<file path="config.mk">
export PLATFORM = sky130hd
export DESIGN_NAME = robot_top
export DESIGN_NICKNAME = d
export VERILOG_FILES = /design/src/robot_pkg.sv /design/src/ir_receiver.sv /design/src/move_controller.sv /design/src/motor_pwm.sv /design/src/robot_top.sv
export VERILOG_INCLUDE_DIRS = /design/src
export SDC_FILE = /design/constraint.sdc
export NUM_CORES = 1
export LEC_CHECK = 0
export BUFFER_PORTS_ARGS = -buffer_cell sky130_fd_sc_hd__buf_2
export CAP_MARGIN = 40
export CORE_MARGIN = 2
export CORE_UTILIZATION = 55
export DETAILED_ROUTE_END_ITERATION = 12
export GPL_ROUTABILITY_DRIVEN = 0
export GPL_TIMING_DRIVEN = 0
export PLACE_DENSITY = 0.76
export SETUP_SLACK_MARGIN = 0.1
export SLEW_MARGIN = 20
export SYNTH_ARGS = -nofsm -noshare
export SYNTH_HDL_FRONTEND = slang
export SYNTH_HIERARCHICAL = 1
export SYNTH_SLANG_ARGS = --single-unit
export TNS_END_PERCENT = 50
</file>
<file path="constraint.sdc">
create_clock -name clk100_mhz -period 4.04 [get_ports clk100_mhz]
set_input_delay 0.808 -clock clk100_mhz [delete_from_list [all_inputs] [get_ports clk100_mhz]]
set_output_delay 0.808 -clock clk100_mhz [all_outputs]
set_load 0.005 [all_outputs]
</file>
<file path="src/robot_settings.svh">
`ifndef ROBOT_SETTINGS_SVH
`define ROBOT_SETTINGS_SVH

//////////////////////////////////////////////////
// IR line timing
//////////////////////////////////////////////////

// Clocks per IR time unit, short for simulation
`define IR_UNIT 8

// Mark and space lengths in units
`define IR_START_UNITS 4
`define IR_ONE_UNITS 2
`define IR_ZERO_UNITS 1
`define IR_SPACE_UNITS 1

// Slack in clocks when matching a mark
`define IR_TOL 2

//////////////////////////////////////////////////
// Motor drive timing
//////////////////////////////////////////////////

// Clocks per PWM period
`define PWM_PERIOD 32

// PWM periods per duration count
`define DUR_STEP 2

`endif

</file>
<file path="src/robot_pkg.sv">
package robot_pkg;

   //////////////////////////////////////////////////
   // Configuration opcodes
   //////////////////////////////////////////////////

   // Remaining codes are ignored by the controller
   typedef enum logic [2:0] {
      CFG_STOP      = 3'd0,
      CFG_SPEED_CAP = 3'd1
   } cfg_op_e;

   //////////////////////////////////////////////////
   // Move word, 12 bits
   //////////////////////////////////////////////////

   // Top bit picks the view
   // kind 0 means drive, kind 1 means config
   typedef union packed {
      // Wheel directions, speed and run time
      struct packed {
         logic       kind;
         logic       left_rev;
         logic       right_rev;
         logic [4:0] speed;
         // Zero keeps the drive running
         logic [3:0] duration;
      } drive;
      // Stop or speed cap
      struct packed {
         logic       kind;
         cfg_op_e    opcode;
         // Cap uses the low 5 bits only
         logic [7:0] value;
      } cfg;
   } move_cmd_u;

endpackage

</file>
<file path="src/ir_receiver.sv">
`include "robot_settings.svh"

module ir_receiver (
   input  logic                 clk100_mhz,
   input  logic                 arst_n,
   input  logic                 ir_in,
   output robot_pkg::move_cmd_u move_word,
   output logic                 done,
   output logic [7:0]           frame_errors
);

   // Nominal lengths in clocks
   localparam int START_LEN = `IR_START_UNITS * `IR_UNIT;
   localparam int ONE_LEN   = `IR_ONE_UNITS * `IR_UNIT;
   localparam int ZERO_LEN  = `IR_ZERO_UNITS * `IR_UNIT;
   // Longest space still inside a frame
   localparam int SPACE_MAX = 2 * `IR_SPACE_UNITS * `IR_UNIT;
   localparam int FRAME_BITS = 12;

   // FSM encoding
   localparam logic [1:0] ST_IDLE  = 2'd0;
   localparam logic [1:0] ST_START = 2'd1;
   localparam logic [1:0] ST_BITS  = 2'd2;

   logic        ir_s1;
   logic        ir_s2;
   logic        ir_prev;
   logic [7:0]  run_len;
   logic [1:0]  state;
   logic [3:0]  bit_cnt;
   logic [10:0] shreg;
   logic        mark_start;
   logic        mark_end;
   logic        space_long;
   logic        is_start;
   logic        is_one;
   logic        is_zero;
   logic        frame_err;

   // Length within tolerance of a nominal value
   function automatic logic in_window(input logic [7:0] len, input int nominal);
      return (int'(len) >= nominal - `IR_TOL) && (int'(len) <= nominal + `IR_TOL);
   endfunction

   //////////////////////////////////////////////////
   // Input sync and run-length timing
   //////////////////////////////////////////////////

   // Line idles high
   always_ff @(posedge clk100_mhz or negedge arst_n) begin
      if (!arst_n) begin
         ir_s1   <= 1'b1;
         ir_s2   <= 1'b1;
         ir_prev <= 1'b1;
      end else begin
         ir_s1   <= ir_in;
         ir_s2   <= ir_s1;
         ir_prev <= ir_s2;
      end
   end

   // On an edge run_len holds the length of the level just ended
   always_ff @(posedge clk100_mhz or negedge arst_n) begin
      if (!arst_n) begin
         run_len <= '0;
      end else if (ir_s2 != ir_prev) begin
         run_len <= 8'd1;
      end else if (run_len != 8'hff) begin
         run_len <= run_len + 8'd1;
      end
   end

   assign mark_start = ir_prev && !ir_s2;
   assign mark_end   = !ir_prev && ir_s2;
   assign space_long = ir_prev && ir_s2 && (run_len > 8'(SPACE_MAX));

   // Mark classes
   assign is_start = in_window(run_len, START_LEN);
   assign is_one   = in_window(run_len, ONE_LEN);
   assign is_zero  = in_window(run_len, ZERO_LEN);

   // Bad mark inside a frame, or a frame that stalls
   assign frame_err = (mark_end && (state != ST_IDLE) && !(is_start || is_one || is_zero))
                    || ((state == ST_BITS) && space_long);

   //////////////////////////////////////////////////
   // Frame FSM
   //////////////////////////////////////////////////

   always_ff @(posedge clk100_mhz or negedge arst_n) begin
      if (!arst_n) begin
         state        <= ST_IDLE;
         bit_cnt      <= '0;
         done         <= 1'b0;
         move_word    <= '0;
         frame_errors <= '0;
      end else begin
         done <= 1'b0;
         case (state)
            ST_IDLE: begin
               if (mark_start) begin
                  state <= ST_START;
               end
            end
            ST_START: begin
               // Stray bit marks drop back quietly
               if (mark_end) begin
                  state   <= is_start ? ST_BITS : ST_IDLE;
                  bit_cnt <= '0;
               end
            end
            ST_BITS: begin
               if (mark_end) begin
                  if (is_start) begin
                     // Fresh start mark, resync
                     bit_cnt <= '0;
                  end else if (is_one || is_zero) begin
                     if (bit_cnt == 4'(FRAME_BITS - 1)) begin
                        done      <= 1'b1;
                        move_word <= {is_one, shreg};
                        state     <= ST_IDLE;
                     end else begin
                        bit_cnt <= bit_cnt + 4'd1;
                     end
                  end else begin
                     state <= ST_IDLE;
                  end
               end else if (space_long) begin
                  state <= ST_IDLE;
               end
            end
            default: state <= ST_IDLE;
         endcase
         // Saturating error count
         if (frame_err && (frame_errors != 8'hff)) begin
            frame_errors <= frame_errors + 8'd1;
         end
      end
   end

   // LSB arrives first, shifts toward bit 0
   always_ff @(posedge clk100_mhz) begin
      if ((state == ST_BITS) && mark_end && (is_one || is_zero)) begin
         shreg <= {is_one, shreg[10:1]};
      end
   end

   // Strobe for one cycle only
   assert property (@(posedge clk100_mhz) disable iff (!arst_n) done |=> !done);

endmodule

</file>
<file path="src/move_controller.sv">
`include "robot_settings.svh"

module move_controller (
   input  logic                 clk100_mhz,
   input  logic                 arst_n,
   input  robot_pkg::move_cmd_u move_word,
   input  logic                 done,
   input  logic                 period_start,
   output logic [4:0]           duty_l,
   output logic [4:0]           duty_r,
   output logic                 rev_l,
   output logic                 rev_r,
   output logic                 busy,
   output robot_pkg::move_cmd_u last_word
);
   import robot_pkg::*;

   // Longest timed drive in periods
   localparam int LEFT_MAX = 15 * `DUR_STEP;
   localparam int LEFT_W   = $clog2(LEFT_MAX + 1);

   move_cmd_u         pend_word;
   logic              pend_valid;
   logic [4:0]        cap;
   logic [4:0]        run_speed;
   logic [4:0]        duty;
   logic              timed;
   logic [LEFT_W-1:0] periods_left;
   logic              is_drive;
   logic              is_stop;
   logic              is_cap;

   function automatic logic [4:0] clamp(input logic [4:0] speed, input logic [4:0] limit);
      return (speed < limit) ? speed : limit;
   endfunction

   // Decode by kind bit
   assign is_drive = done && !move_word.drive.kind;
   assign is_stop  = done && move_word.cfg.kind && (move_word.cfg.opcode == CFG_STOP);
   assign is_cap   = done && move_word.cfg.kind && (move_word.cfg.opcode == CFG_SPEED_CAP);

   // Both wheels share one speed
   assign duty_l = duty;
   assign duty_r = duty;

   //////////////////////////////////////////////////
   // Drive sequencing
   //////////////////////////////////////////////////

   always_ff @(posedge clk100_mhz or negedge arst_n) begin
      if (!arst_n) begin
         pend_valid   <= 1'b0;
         cap          <= 5'd31;
         run_speed    <= '0;
         duty         <= '0;
         rev_l        <= 1'b0;
         rev_r        <= 1'b0;
         busy         <= 1'b0;
         timed        <= 1'b0;
         periods_left <= '0;
         last_word    <= '0;
      end else begin
         if (period_start) begin
            if (pend_valid) begin
               // Start or replace the drive
               pend_valid   <= 1'b0;
               run_speed    <= pend_word.drive.speed;
               duty         <= clamp(pend_word.drive.speed, cap);
               rev_l        <= pend_word.drive.left_rev;
               rev_r        <= pend_word.drive.right_rev;
               busy         <= 1'b1;
               timed        <= (pend_word.drive.duration != 4'd0);
               periods_left <= LEFT_W'(int'(pend_word.drive.duration) * `DUR_STEP);
            end else if (busy) begin
               if (timed && (periods_left == LEFT_W'(1))) begin
                  // Last period done
                  duty <= '0;
                  busy <= 1'b0;
               end else begin
                  // Cap changes land here
                  duty <= clamp(run_speed, cap);
                  if (timed) begin
                     periods_left <= periods_left - LEFT_W'(1);
                  end
               end
            end
         end
         // New words win over the boundary update
         if (done) begin
            last_word <= move_word;
         end
         if (is_drive) begin
            pend_valid <= 1'b1;
         end
         if (is_cap) begin
            cap <= move_word.cfg.value[4:0];
         end
         if (is_stop) begin
            pend_valid <= 1'b0;
            duty       <= '0;
            busy       <= 1'b0;
         end
      end
   end

   // Held drive word
   always_ff @(posedge clk100_mhz) begin
      if (is_drive) begin
         pend_word <= move_word;
      end
   end

   // Duty set at a boundary stays under the cap in force there
   assert property (@(posedge clk100_mhz) disable iff (!arst_n)
      period_start |=> (duty <= $past(cap)));

   // Motors spin up only through a pending drive
   assert property (@(posedge clk100_mhz) disable iff (!arst_n)
      (!busy && !pend_valid) |=> (duty == 5'd0));

endmodule

</file>
<file path="src/motor_pwm.sv">
`include "robot_settings.svh"

module motor_pwm (
   input  logic       clk100_mhz,
   input  logic       arst_n,
   input  logic [4:0] duty,
   input  logic       rev,
   output logic       motor,
   output logic       dir,
   output logic       period_start
);

   localparam int CNT_W = $clog2(`PWM_PERIOD);
   localparam logic [CNT_W-1:0] CNT_LAST = CNT_W'(`PWM_PERIOD - 1);
   // Quiet cycles between two wraps
   localparam int GAP = `PWM_PERIOD - 1;

   logic [CNT_W-1:0] cnt;

   //////////////////////////////////////////////////
   // Period counter
   //////////////////////////////////////////////////

   always_ff @(posedge clk100_mhz or negedge arst_n) begin
      if (!arst_n) begin
         cnt <= '0;
      end else if (cnt == CNT_LAST) begin
         cnt <= '0;
      end else begin
         cnt <= cnt + 1'b1;
      end
   end

   // Controller updates duty on this edge
   assign period_start = (cnt == CNT_LAST);

   //////////////////////////////////////////////////
   // Compare and direction
   //////////////////////////////////////////////////

   // High for duty counts, one clock behind the counter
   always_ff @(posedge clk100_mhz or negedge arst_n) begin
      if (!arst_n) begin
         motor <= 1'b0;
         dir   <= 1'b0;
      end else begin
         motor <= (int'(cnt) < int'(duty));
         // Taken with the first compare of a period
         if (cnt == '0) begin
            dir <= rev;
         end
      end
   end

   // Wrap pulse is strictly periodic
   assert property (@(posedge clk100_mhz) disable iff (!arst_n)
      period_start |=> (!period_start) [*GAP] ##1 period_start);

endmodule

</file>
<file path="src/robot_top.sv">
module robot_top (
   input  logic                 clk100_mhz,
   input  logic                 arst_n,
   input  logic                 ir_in,
   output logic                 motor_l,
   output logic                 motor_r,
   output logic                 dir_l,
   output logic                 dir_r,
   output logic                 busy,
   output robot_pkg::move_cmd_u last_word,
   output logic [7:0]           frame_errors
);
   import robot_pkg::*;

   // Receiver to controller
   move_cmd_u  move_word;
   logic       word_done;
   // Controller to motors
   logic [4:0] duty_l;
   logic [4:0] duty_r;
   logic       rev_l;
   logic       rev_r;
   // Left channel paces the controller
   logic       period_start;

   //////////////////////////////////////////////////
   // IR front end and control
   //////////////////////////////////////////////////

   ir_receiver ir_receiver_inst (
      .clk100_mhz   (clk100_mhz),
      .arst_n       (arst_n),
      .ir_in        (ir_in),
      .move_word    (move_word),
      .done         (word_done),
      .frame_errors (frame_errors)
   );

   move_controller move_controller_inst (
      .clk100_mhz   (clk100_mhz),
      .arst_n       (arst_n),
      .move_word    (move_word),
      .done         (word_done),
      .period_start (period_start),
      .duty_l       (duty_l),
      .duty_r       (duty_r),
      .rev_l        (rev_l),
      .rev_r        (rev_r),
      .busy         (busy),
      .last_word    (last_word)
   );

   //////////////////////////////////////////////////
   // Motor channels
   //////////////////////////////////////////////////

   motor_pwm left (
      .clk100_mhz   (clk100_mhz),
      .arst_n       (arst_n),
      .duty         (duty_l),
      .rev          (rev_l),
      .motor        (motor_l),
      .dir          (dir_l),
      .period_start (period_start)
   );

   // Same reset and clock, so in phase with the left one
   motor_pwm right (
      .clk100_mhz   (clk100_mhz),
      .arst_n       (arst_n),
      .duty         (duty_r),
      .rev          (rev_r),
      .motor        (motor_r),
      .dir          (dir_r),
      .period_start ()
   );

endmodule

</file>
==> results of run 1 <==
==> Yosys cell counts, types with 2 or more instances <==
cell / number / area [µm²]
dfrtp_1: 81 / 2030
nand2_1: 47 / 176
ha_1: 34 / 425
inv_1: 31 / 116
mux2_2: 29 / 327
nand3_1: 25 / 125
nor2_1: 25 / 93.8
edfxtp_1: 22 / 661
o21ai_0: 19 / 95.1
a21oi_1: 12 / 60.1
and3_1: 9 / 56.3
mux2_4: 9 / 135
o211ai_1: 9 / 67.6
xnor2_1: 9 / 78.8
dfstp_2: 8 / 210
mux2i_1: 7 / 70.1
nor3_1: 7 / 35.0
buf_4: 6 / 45.0
a211oi_1: 5 / 37.5
buf_2: 5 / 25.0
nand2b_1: 4 / 25.0
nor2b_1: 4 / 25.0
a21o_1: 3 / 22.5
buf_6: 3 / 33.8
nand4_1: 3 / 18.8
o21ai_1: 3 / 15.0
xor2_1: 3 / 26.3
a22o_1: 2 / 17.5
a31oi_1: 2 / 12.5
and3_2: 2 / 15.0
nor3_4: 2 / 32.5
nor4_1: 2 / 12.5
nor4b_1: 2 / 17.5
nor4b_2: 2 / 30.0
o2111ai_1: 2 / 17.5
o21a_1: 2 / 15.0
==> logic make-up after synthesis <==
logic type,share of synthesized area (%)
fa+ha+maj,7.81
xor+xnor,1.93
compound gates,8.94
flops,53.2
simple gates,13.6
buf+inv,4.55
mux,9.97
==> sequential cells by signal, indices dropped and copies added (netlist names), 8 cells and up <==
register	count
ir_receiver_inst/move_word	12
move_controller_inst/last_word	12
ir_receiver_inst/shreg	11
move_controller_inst/pend_word	11
ir_receiver_inst/frame_errors	8
ir_receiver_inst/run_len	8
==> cell usage in the layout, fill, tap and decap left out, types with 9 or more instances in the layout <==
cell | Yosys | routed
a21oi_1 | 12 | 12
and3_1 | 9 | 9
buf_2 | 5 | 31
buf_4 | 6 | 9
clkbuf_8 | 0 | 9
dfrtp_1 | 81 | 81
edfxtp_1 | 22 | 22
ha_1 | 34 | 34
inv_1 | 31 | 31
mux2_2 | 29 | 29
mux2_4 | 9 | 9
nand2_1 | 47 | 47
nand3_1 | 25 | 25
nor2_1 | 25 | 25
o211ai_1 | 9 | 9
o21ai_0 | 19 | 19
xnor2_1 | 9 | 9
==> area by class of cell <==
class                   instances  area [µm²]
clock inverters                 7        68.8
plain buffers                  17         131
flip-flops and latches        111        2900
clock buffers                   9         124
repair buffers                 30         180
inverters                      31         116
multi-input cells             308        2300
well taps                     133         166
fillers                       763        3700
==> per-layer routing <==
metal | GRT usage [%] | share of wire, % | vias to the layer above
met3 | 4.91 | 2.9 | 11
met4 | 5.50 | 1.4 | 0
met5 | 0 | 0 | -
met1 | 22.4 | 42 | 1753
met2 | 33.3 | 53 | 56
li1 | - | - | 1738
==> stage by stage <==
step           hold WS [ns]  power (mW)  utilization, %  instances
4_1_cts               0.366        2.13            61.7        645
3_3_place_gp          0.350        1.46            59.4        627
3_5_place_dp          0.348        1.47            59.7        629
5_1_grt               0.371        2.21            61.8        646
2_1_floorplan         0.345        1.39               -        467
6_report              0.365        2.10            61.8        646
==> worst reg2reg max path, stage by stage, from the launching register on <==
cell	delay, ns
dfrtp_1	0.39
buf_2	0.18
inv_1	0.07
ha_1	0.12
or3b_2	0.43
a21oi_1	0.20
nor2_1	0.16
o2111ai_1	0.24
mux2_2	0.35
==> how the worst min path moves through the flow <==
stage                     depth (start not counted)                          endpoint                              from  slack [ns]
after floorplan                                   0  ir_receiver_inst/ir_s2$_DFF_PN1_  ir_receiver_inst/ir_s1$_DFF_PN1_        0.35
after global placement                            0  ir_receiver_inst/ir_s2$_DFF_PN1_  ir_receiver_inst/ir_s1$_DFF_PN1_        0.35
after detailed placement                          0  ir_receiver_inst/ir_s2$_DFF_PN1_  ir_receiver_inst/ir_s1$_DFF_PN1_        0.35
after CTS                                         0  ir_receiver_inst/ir_s2$_DFF_PN1_  ir_receiver_inst/ir_s1$_DFF_PN1_        0.37
after global routing                              0  ir_receiver_inst/ir_s2$_DFF_PN1_  ir_receiver_inst/ir_s1$_DFF_PN1_        0.37
final                                             0  ir_receiver_inst/ir_s2$_DFF_PN1_  ir_receiver_inst/ir_s1$_DFF_PN1_        0.37
==> power breakdown <==
group          leakage, nW  total, mW  switching (mW)  internal, mW
clock               0.0974      0.653           0.366         0.287
combinational         1.28      0.241           0.137         0.104
sequential            1.36       1.21          0.0356          1.17
total                 2.74       2.10           0.538          1.56
==> results.py, run 1 <==
metrics = {
    "worst_setup_path": {
        "path_class": "flip-flop to flip-flop",
        "max_stage_delay_ns": 0.43,
        "cp_top_family": "simple AND/OR/NAND/NOR gates",
        "startpoint_type": "flip-flop",
        "crit_end": "ir_receiver_inst/frame_errors[6]$_DFFE_PN0P_",
        "reg2reg_from": "ir_receiver_inst/run_len[1]$_DFFE_PN0P_",
        "cp_num_cells": 8,
        "path_buf_inv": 2,
        "cp_slowest_cell": "or3b_2",
        "cp-startpoint": "ir_receiver_inst/run_len[1]$_DFFE_PN0P_",
        "reg2reg_depth": 8,
        "r2r_end": "ir_receiver_inst/frame_errors[6]$_DFFE_PN0P_",
        "cp.required_ns": 4.30,
        "crit_fanout": 9,
        "cp.arrival_ns": 2.52,
        "rrSetupSlack_ns": 1.78,
        "path_cells": "buf_2, inv_1, ha_1, or3b_2, a21oi_1, nor2_1, o2111ai_1, mux2_2",
        "end_kind": "flip-flop",
    },
    "cts": {
        "cts_tree": "done",
        "hold_buffers": 0,
        "clock_sinks": 111,
        "htreeDepth": 3,
        "max-clock-path-buffers": 2,
        "root_buffer": "clkbuf_8",
        "post_cts_resized": 0,
        "cts_setup_buffers": 0,
        "numCtsBuffers": 9,
        "clk_latency_ns": 0.37,
        "clk_pin_slew_ns": 0.10,
    },
    "sta": {
        "rsz0062_at_grt": "false",
        "finalCritPeriodShare_pct": 56.0,
        "finalSetupTns_ns": 0,
        "tightestPinTransition_ns": 0.617,
        "max_freq_ghz": 0.442,
        "post-route-min-period_ns": 2.26,
        "final_hold_viol_count": 0,
        "finalSetupViolations": 0,
        "slew_viol_final": 0,
        "max-slew-margin-rel_pct": 58.6,
        "skew_ns": 0.00844,
        "final.setup.worst_slack_ns": 1.78,
    },
    "route": {
        "drt_iter0_markers": 208,
        "drc": 0,
        "via_per_inst": 5.51,
        "ant_nets": 0,
        "drt-total-wl_um": 9240,
        "route.vias.total": 3558,
        "drt-pass1-iter-count": 5,
        "routedWlPerCell_um": 14.3,
    },
    "placed_design": {
        "placed_area_mm2": 0.00579,
        "dpl_worst_slack_ns": 1.76,
        "io_buffers": 27,
        "hpwl_um": 6890,
    },
    "die": {
        "initial_core_util_pct": 56.2,
        "core_mm2": 0.00968,
        "die_x_um": 104,
        "fp-row-count": 36,
        "die_y_um": 104,
        "pin_count": 28,
        "dieArea_mm2": 0.0107,
    },
    "yosys": {
        "synth_seq_area_share_pct": 53.2,
        "synth.avg_cell_area_um2": 11.7,
        "synth_warnings": 6,
        "synth_ff_type": "dfrtp_1",
        "syn_nets": 504,
        "synth-edff-count": 22,
        "async_flop_share_pct": 80.2,
        "syn_area_mm2": 0.00545,
        "synth_cell_types": 63,
        "ys_ff_latch": 111,
        "syn_inst": 467,
    },
    "final_layout": {
        "layout-drive-gt1-share_pct": 24.0,
        "design_area_mm2": 0.00599,
        "nets": 545,
        "antenna_cells": 0,
        "area_delta_synth_final_pct": 9.90,
    },
    "pwr": {
        "leakagePower_nw": 2.74,
        "peakVddDrop_mv": 0.314,
        "power_density_mw_per_mm2": 351,
    },
    "global_routing": {
        "grtUsageTotal_pct": 18.7,
        "antenna_found_initial": 0,
        "grt_max_degree": 47,
        "grt_pass1_vias": 3517,
        "grt_pass1_wl_um": 16400,
        "grt_overflow": 0,
    },
    "run": {
        "max_cap_viol_count": 0,
    },
    "run_status": {
        "outcome": "finished clean",
    },
    "hold_path": {
        "min_path_type": "flip-flop to flip-flop",
    },
}
Note: power is estimated with default switching activity, not from simulation.
==> inputs of run 2 (changes only) <==
--- a/config.mk
+++ b/config.mk
@@ -6,6 +6,7 @@
 export SDC_FILE = /design/constraint.sdc
 export NUM_CORES = 1
 export LEC_CHECK = 0
+export ABC_AREA = 1
 export BUFFER_PORTS_ARGS = -buffer_cell sky130_fd_sc_hd__buf_2
 export CAP_MARGIN = 40
 export CORE_MARGIN = 2
==> constraint.sdc (replaced) <==
create_clock -name clk100_mhz -period 2.2 [get_ports clk100_mhz]
set_input_delay 0.44 -clock clk100_mhz [delete_from_list [all_inputs] [get_ports clk100_mhz]]
set_output_delay 0.44 -clock clk100_mhz [all_outputs]
set_load 0.005 [all_outputs]
==> run 2 against run 1 <==
Clock power increased by 85%; synthesized cell count grew 39%; sequential power increased by 83%; clock skew rose by 0.0083 ns; hold slack worse by 0.33 ns; via count is 21% higher; highest routed layer unchanged.
==> results.py, run 2 <==
metrics = {
    "global_routing": {
        "grt_max_degree": 50,
        "grtUsageTotal_pct": 20.7,
        "grt_overflow": 0,
        "grt_pass1_vias": 4226,
        "grt_pass1_wl_um": 18600,
        "antenna_found_initial": 0,
    },
    "yosys": {
        "synth_warnings": 6,
        "synth_seq_area_share_pct": 50.7,
        "syn_area_mm2": 0.00572,
        "syn_nets": 688,
        "ys_ff_latch": 111,
        "synth_top_area_cell": "dfrtp_1",
        "synth_area_leaders": "dfrtp_1 35%, nand2_1 13%, edfxtp_1 12%",
        "synth_common_cells": "197 x nand2_1, 81 x dfrtp_1, 71 x inv_1, 42 x nand3_1, 40 x nor2_1",
        "syn_inst": 651,
        "synth_top_area_share_pct": 35.4,
        "synth_cell_types": 41,
        "synth-edff-count": 22,
        "synth.avg_cell_area_um2": 8.79,
        "synth_ff_type": "dfrtp_1",
        "async_flop_share_pct": 80.2,
        "synth.most_common_cell": "nand2_1",
    },
    "sta": {
        "skew_ns": 0.0168,
        "tightestPinTransition_ns": 0.545,
        "rsz0062_at_grt": "true",
        "finalSetupViolations": 0,
        "slew_viol_final": 0,
        "whs_ns": 0.0332,
        "max-slew-margin-rel_pct": 63.7,
        "final_hold_viol_count": 0,
        "finalSetupTns_ns": 0,
        "max_freq_ghz": 0.524,
        "finalCritPeriodShare_pct": 86.7,
        "post-route-min-period_ns": 1.91,
    },
    "worst_setup_path": {
        "cp-startpoint": "left/cnt[1]$_DFF_PN0_",
        "path_class": "flip-flop to flip-flop",
        "rrSetupSlack_ns": 0.29,
        "end_kind": "flip-flop",
        "reg2reg_from": "left/cnt[1]$_DFF_PN0_",
        "cp.required_ns": 2.49,
        "startpoint_type": "flip-flop",
        "reg2reg_depth": 12,
        "crit_end": "move_controller_inst/periods_left[2]$_DFFE_PN0P_",
        "cp.arrival_ns": 2.19,
        "crit_fanout": 7,
        "r2r_end": "move_controller_inst/periods_left[2]$_DFFE_PN0P_",
    },
    "route": {
        "drc": 0,
        "via_per_inst": 5.16,
        "route.vias.total": 4295,
        "routedWlPerCell_um": 12.9,
        "drt-pass1-iter-count": 4,
        "drt-total-wl_um": 10700,
        "drt_iter0_markers": 284,
        "ant_nets": 0,
    },
    "pwr": {
        "leakagePower_nw": 3.23,
        "power_mw": 3.84,
        "power_density_mw_per_mm2": 613,
        "peakVddDrop_mv": 0.429,
    },
    "final_layout": {
        "layout-drive-gt1-share_pct": 16.4,
        "top_regs": "ir_receiver_inst/move_word x12, move_controller_inst/last_word x12",
        "design_area_mm2": 0.00626,
        "final_cell_mix": "197 x nand2_1, 81 x dfrtp_1, 71 x inv_1",
        "antenna_cells": 0,
        "final_common_cell": "nand2_1",
        "area_delta_synth_final_pct": 9.54,
        "num-fill-cells": 859,
        "nets": 728,
        "utilization_pct": 61.2,
    },
    "placed_design": {
        "placed_area_mm2": 0.00606,
        "io_buffers": 27,
        "hpwl_um": 7950,
    },
    "cts": {
        "numCtsBuffers": 9,
        "cts_setup_buffers": 0,
        "cts_tree": "done",
        "hold_buffers": 0,
        "clock_sinks": 111,
        "clk_pin_slew_ns": 0.11,
        "post_cts_resized": 0,
        "htreeDepth": 3,
        "clk_latency_ns": 0.37,
        "max-clock-path-buffers": 2,
        "root_buffer": "clkbuf_8",
    },
    "run_status": {
        "outcome": "finished clean",
    },
    "die": {
        "initial_core_util_pct": 55.9,
        "dieArea_mm2": 0.0112,
        "fp-row-count": 37,
        "die_x_um": 106,
        "die_y_um": 106,
        "pin_count": 28,
        "core_mm2": 0.0102,
    },
    "run": {
        "max_cap_viol_count": 0,
    },
    "hold_path": {
        "min_path_type": "input pin to asynchronous set/reset pin",
    },
}
-- run 2: cell count changes in the layout (fill, tap and decap cells not counted), sizes merged, moves of 5 or more --
cell    change
nand2     +162
o211ai      -9
buf         -6
nand3      +22
o21ai      +18
mux2i       -7
nor2       +28
a211oi      -5
and3       -11
nand4      +15
inv        +52
mux2       -39
-- run 2: logic make-up (layout without fill, tap and decap cells) --
| logic type | count (synthesis) | in the layout | synth area share (%) |
|---|---|---|---|
| and+or+nand+nor | 338 | 338 | 26.8 |
| DFF | 111 | 111 | 50.7 |
| buffers and inverters | 97 | 142 | 7.31 |
| AOI/OAI and AO/OA | 61 | 61 | 6.21 |
| adders and majority gates | 34 | 34 | 7.44 |
| xor gates and xnor gates | 10 | 10 | 1.53 |
-- run 2: final cells by class --
cell class | instances | area (µm²) | area share, %
inverters | 82 | 310 | 4.95
well taps | 136 | 170 | 2.72
clock buffers | 10 | 128 | 2.04
repair buffers | 29 | 173 | 2.76
clock inverters | 6 | 72.6 | 1.16
flip-flops and latches | 111 | 2900 | 46.3
plain buffers | 15 | 108 | 1.72
multi-input cells | 443 | 2410 | 38.4
-- run 2: layer usage --
layer | wire (µm) | track usage (%) | part of all wire, % | vias to the layer above
met5 | 0 | 0 | 0 | -
met4 | 125 | 6.67 | 1.2 | 0
met3 | 212 | 3.00 | 2.0 | 9
met2 | 5480 | 36.6 | 51 | 47
met1 | 4880 | 26.3 | 46 | 2062
li1 | - | - | - | 2177
-- run 2: where the power goes --
| group | switching (mW) | total [mW] | internal [mW] |
|---|---|---|---|
| combinational | 0.261 | 0.418 | 0.157 |
| sequential | 0.0666 | 2.21 | 2.15 |
| clock | 0.754 | 1.21 | 0.455 |
-- run 2: per-stage QoR --
step | setup WS, ns | std cells
final | 0.293 | 832
after global routing | 0.0935 | 832
after CTS | 0.238 | 832
after detailed placement | 0.275 | 816
after global placement | -0.105 | 814
after floorplan | 0.507 | 651
-- run 2: how the worst min path moves through the flow --
| stage | start | endpoint | cells past startpoint |
|---|---|---|---|
| after floorplan | arst_n | ir_receiver_inst/bit_cnt[0]$_DFFE_PN0P_ | 0 |
| after global placement | ir_receiver_inst/ir_s1$_DFF_PN1_ | ir_receiver_inst/ir_s2$_DFF_PN1_ | 0 |
| after detailed placement | ir_receiver_inst/ir_s1$_DFF_PN1_ | ir_receiver_inst/ir_s2$_DFF_PN1_ | 0 |
| after CTS | arst_n | left/dir$_DFFE_PN0N_ | 1 |
| after global routing | arst_n | left/dir$_DFFE_PN0N_ | 1 |
| final | arst_n | left/dir$_DFFE_PN0N_ | 1 |
-- run 2: worst max-delay path, stage by stage (launching register included) --
cell and delay [ns]:
dfrtp_1 0.43, ha_1 0.20, nand2_1 0.07, nor2_1 0.11, ha_2 0.27, nand2_2 0.11
inv_2 0.10, nor2_2 0.06, nor2_4 0.09, nand2_2 0.10, inv_4 0.11, nor2_2 0.04
a31oi_1 0.13
==> inputs of run 3 (changes only) <==
--- a/config.mk
+++ b/config.mk
@@ -6,11 +6,12 @@
 export SDC_FILE = /design/constraint.sdc
 export NUM_CORES = 1
 export LEC_CHECK = 0
-export ABC_AREA = 1
+export ABC_CLOCK_PERIOD_IN_PS = 2200
 export BUFFER_PORTS_ARGS = -buffer_cell sky130_fd_sc_hd__buf_2
 export CAP_MARGIN = 40
 export CORE_MARGIN = 2
 export CORE_UTILIZATION = 55
+export CTS_CLUSTER_SIZE = 30
 export DETAILED_ROUTE_END_ITERATION = 12
 export GPL_ROUTABILITY_DRIVEN = 0
 export GPL_TIMING_DRIVEN = 0
==> run 3 against run 2 <==
Register-to-register slack lost 0.15 ns; die area shrank 4.6%; cell count shrank 21%; fmax shrank 7.1%; design area shrank 1.9%; non-clock buffer count grew 13; clock power is essentially flat.
==> results.py, run 3 (synthesis results as in run 1) <==
metrics = {
    "run_status": {
        "outcome": "finished clean",
    },
    "global_routing": {
        "grt_pass1_vias": 3567,
        "grt.busiest_layer": "met2",
        "antenna_found_initial": 0,
        "grt_pass1_wl_um": 16500,
        "use_met2_pct": 33.6,
        "gr-usage-met3_pct": 4.97,
        "grtUsageTotal_pct": 19.0,
        "grt_overflow": 0,
        "grtUsageMet1_pct": 22.5,
        "grt_max_degree": 47,
    },
    "sta": {
        "final_hold_viol_count": 0,
        "final.setup.worst_slack_ns": 0.147,
        "skew_ns": 0.0106,
        "slew_viol_final": 0,
        "max_freq_ghz": 0.487,
        "whs_ns": 0.0562,
        "max-slew-margin-rel_pct": 59.0,
        "post-route-min-period_ns": 2.05,
        "tightestPinTransition_ns": 0.616,
        "finalCritPeriodShare_pct": 93.3,
        "rsz0062_at_grt": "true",
        "finalSetupViolations": 0,
    },
    "pwr": {
        "intPower_mw": 2.89,
        "p_switching_mw": 1.00,
        "share_seq_of_total_power_pct": 57.1,
        "peakVddDrop_mv": 0.602,
        "p_clk_share_pct": 30.7,
        "power_mw": 3.89,
        "leakagePower_nw": 2.80,
        "switching_share_pct": 25.7,
        "power_density_mw_per_mm2": 634,
        "comb_power_share_pct": 12.2,
    },
    "final_layout": {
        "final_common_cell": "dfrtp_1",
        "top_regs": "ir_receiver_inst/move_word x12, move_controller_inst/last_word x12",
        "design_area_mm2": 0.00614,
        "layout-drive-gt1-share_pct": 27.5,
        "antenna_cells": 0,
        "area_delta_synth_final_pct": 12.8,
        "nets": 555,
        "final_cell_mix": "81 x dfrtp_1, 47 x nand2_1, 33 x ha_1",
    },
    "worst_setup_path": {
        "startpoint_type": "flip-flop",
        "cp_slowest_cell": "dfrtp_1",
        "end_kind": "flip-flop",
        "cp.required_ns": 2.50,
        "path_cells": "inv_1, ha_1, or3b_4, a21oi_4, buf_4, buf_4, o31a_1, o22ai_1, mux2i_1",
        "cp.arrival_ns": 2.35,
        "max_stage_delay_ns": 0.45,
        "crit_fanout": 6,
        "crit_top_cell": "buf_4",
        "path_class": "flip-flop to flip-flop",
    },
    "route": {
        "drt-pass1-iter-count": 6,
        "drt-total-wl_um": 9590,
        "drt_iter0_markers": 177,
        "ant_nets": 0,
        "route.vias.total": 3585,
        "drc": 0,
        "via_per_inst": 5.46,
        "routedWlPerCell_um": 14.6,
    },
    "die": {
        "fp-row-count": 36,
        "initial_core_util_pct": 56.2,
        "die_y_um": 104,
        "dieArea_mm2": 0.0107,
        "pin_count": 28,
        "core_mm2": 0.00968,
        "die_x_um": 104,
    },
    "cts": {
        "clk_latency_ns": 0.37,
        "cts_tree": "done",
        "clk_pin_slew_ns": 0.10,
        "clock_sinks": 111,
        "numCtsBuffers": 9,
        "root_buffer": "clkbuf_8",
        "htreeDepth": 3,
        "max-clock-path-buffers": 2,
    },
    "placed_design": {
        "hpwl_um": 6890,
        "placed_area_mm2": 0.00579,
        "io_buffers": 27,
        "dpl_worst_slack_ns": -0.0769,
    },
    "hold_path": {
        "min_path_type": "input pin to asynchronous set/reset pin",
    },
    "run": {
        "max_cap_viol_count": 0,
    },
}
[run 3: cell types whose count changed in the layout (fill, tap and decap cells not counted), moves of 9 or more]
cell / change
mux2_2: +29
o21ai_1: -10
and3_1: +9
mux2_4: +10
nor2_2: -10
nor2_1: -17
nand3_1: -17
buf_4: +12
inv_1: -40
o21ai_0: -9
o211ai_1: +9
nand4_1: -14
nand2_1: -150
inv_2: -10
[run 3: power by group through the flow]
stage | combinational (mW) | sequential [mW] | clock (mW)
final | 0.475 | 2.22 | 1.19
after global routing | 0.533 | 2.24 | 1.33
after CTS | 0.468 | 2.22 | 1.23
after detailed placement | 0.444 | 2.26 | 0
after global placement | 0.419 | 2.26 | 0
after floorplan | 0.300 | 2.25 | 0
[run 3: per-stage QoR]
stage | TNS, ns | utilization (%) | cells
after global placement | -8.43 | 59.4 | 627
after floorplan | 0 | - | 467
after CTS | 0 | 62.3 | 647
after detailed placement | -0.894 | 59.7 | 629
final | 0 | 63.4 | 656
after global routing | 0 | 63.4 | 656
[run 3: final timing paths]
check | startpoint | endpoint | slack [ns] | cells after the start
setup / recovery | ir_receiver_inst/run_len[0]$_DFFE_PN0P_ | ir_receiver_inst/state[0]$_DFFE_PN0P_ | 0.15 | 9
hold / removal | arst_n | move_controller_inst/periods_left[1]$_DFFE_PN0P_ | 0.06 | 1
setup reg to reg | ir_receiver_inst/run_len[0]$_DFFE_PN0P_ | ir_receiver_inst/state[0]$_DFFE_PN0P_ | 0.15 | 9
hold reg to reg | ir_receiver_inst/ir_s1$_DFF_PN1_ | ir_receiver_inst/ir_s2$_DFF_PN1_ | 0.36 | 0
max in group asynchronous | arst_n | ir_receiver_inst/ir_s2$_DFF_PN1_ | 1.46 | 2
min in group clk100_mhz | ir_in | ir_receiver_inst/ir_s1$_DFF_PN1_ | 0.17 | 1
[run 3: what timing repair did]
| action | CTS | global route |
|---|---|---|
| cloned | 0 | 0 |
| setup buffers | 2 | 9 |
| gates resized for setup | 11 | 8 |
| endpoints found under the setup margin | 27 | 35 |
| hold buffers | 0 | 0 |
| pin swaps | 5 | 6 |
[run 3: worst max-delay path, delay by kind of cell, from the launching register on]
kind                       cells  cell delay [ns]
adders and majority gates      1             0.21
AOI/OAI and AO/OA              3             0.50
muxes                          1             0.21
and+or+nand+nor                1             0.24
DFF                            1             0.45
buffers and inverters          3             0.37
[run 3: layout make-up]
type,instances,area [µm²]
well taps,133,166
repair buffers,40,255
plain buffers,17,144
flip-flops and latches,111,2900
clock buffers,9,124
inverters,31,116
fillers,735,3540
clock inverters,7,68.8
multi-input cells,308,2370
[run 3: routing by layer]
metal | up-vias | wire length [µm] | part of all wire (%)
met3 | 13 | 253 | 2.6
met5 | - | 0 | 0
met1 | 1776 | 4040 | 42
li1 | 1752 | - | -
met4 | 0 | 155 | 1.6
met2 | 44 | 5130 | 54
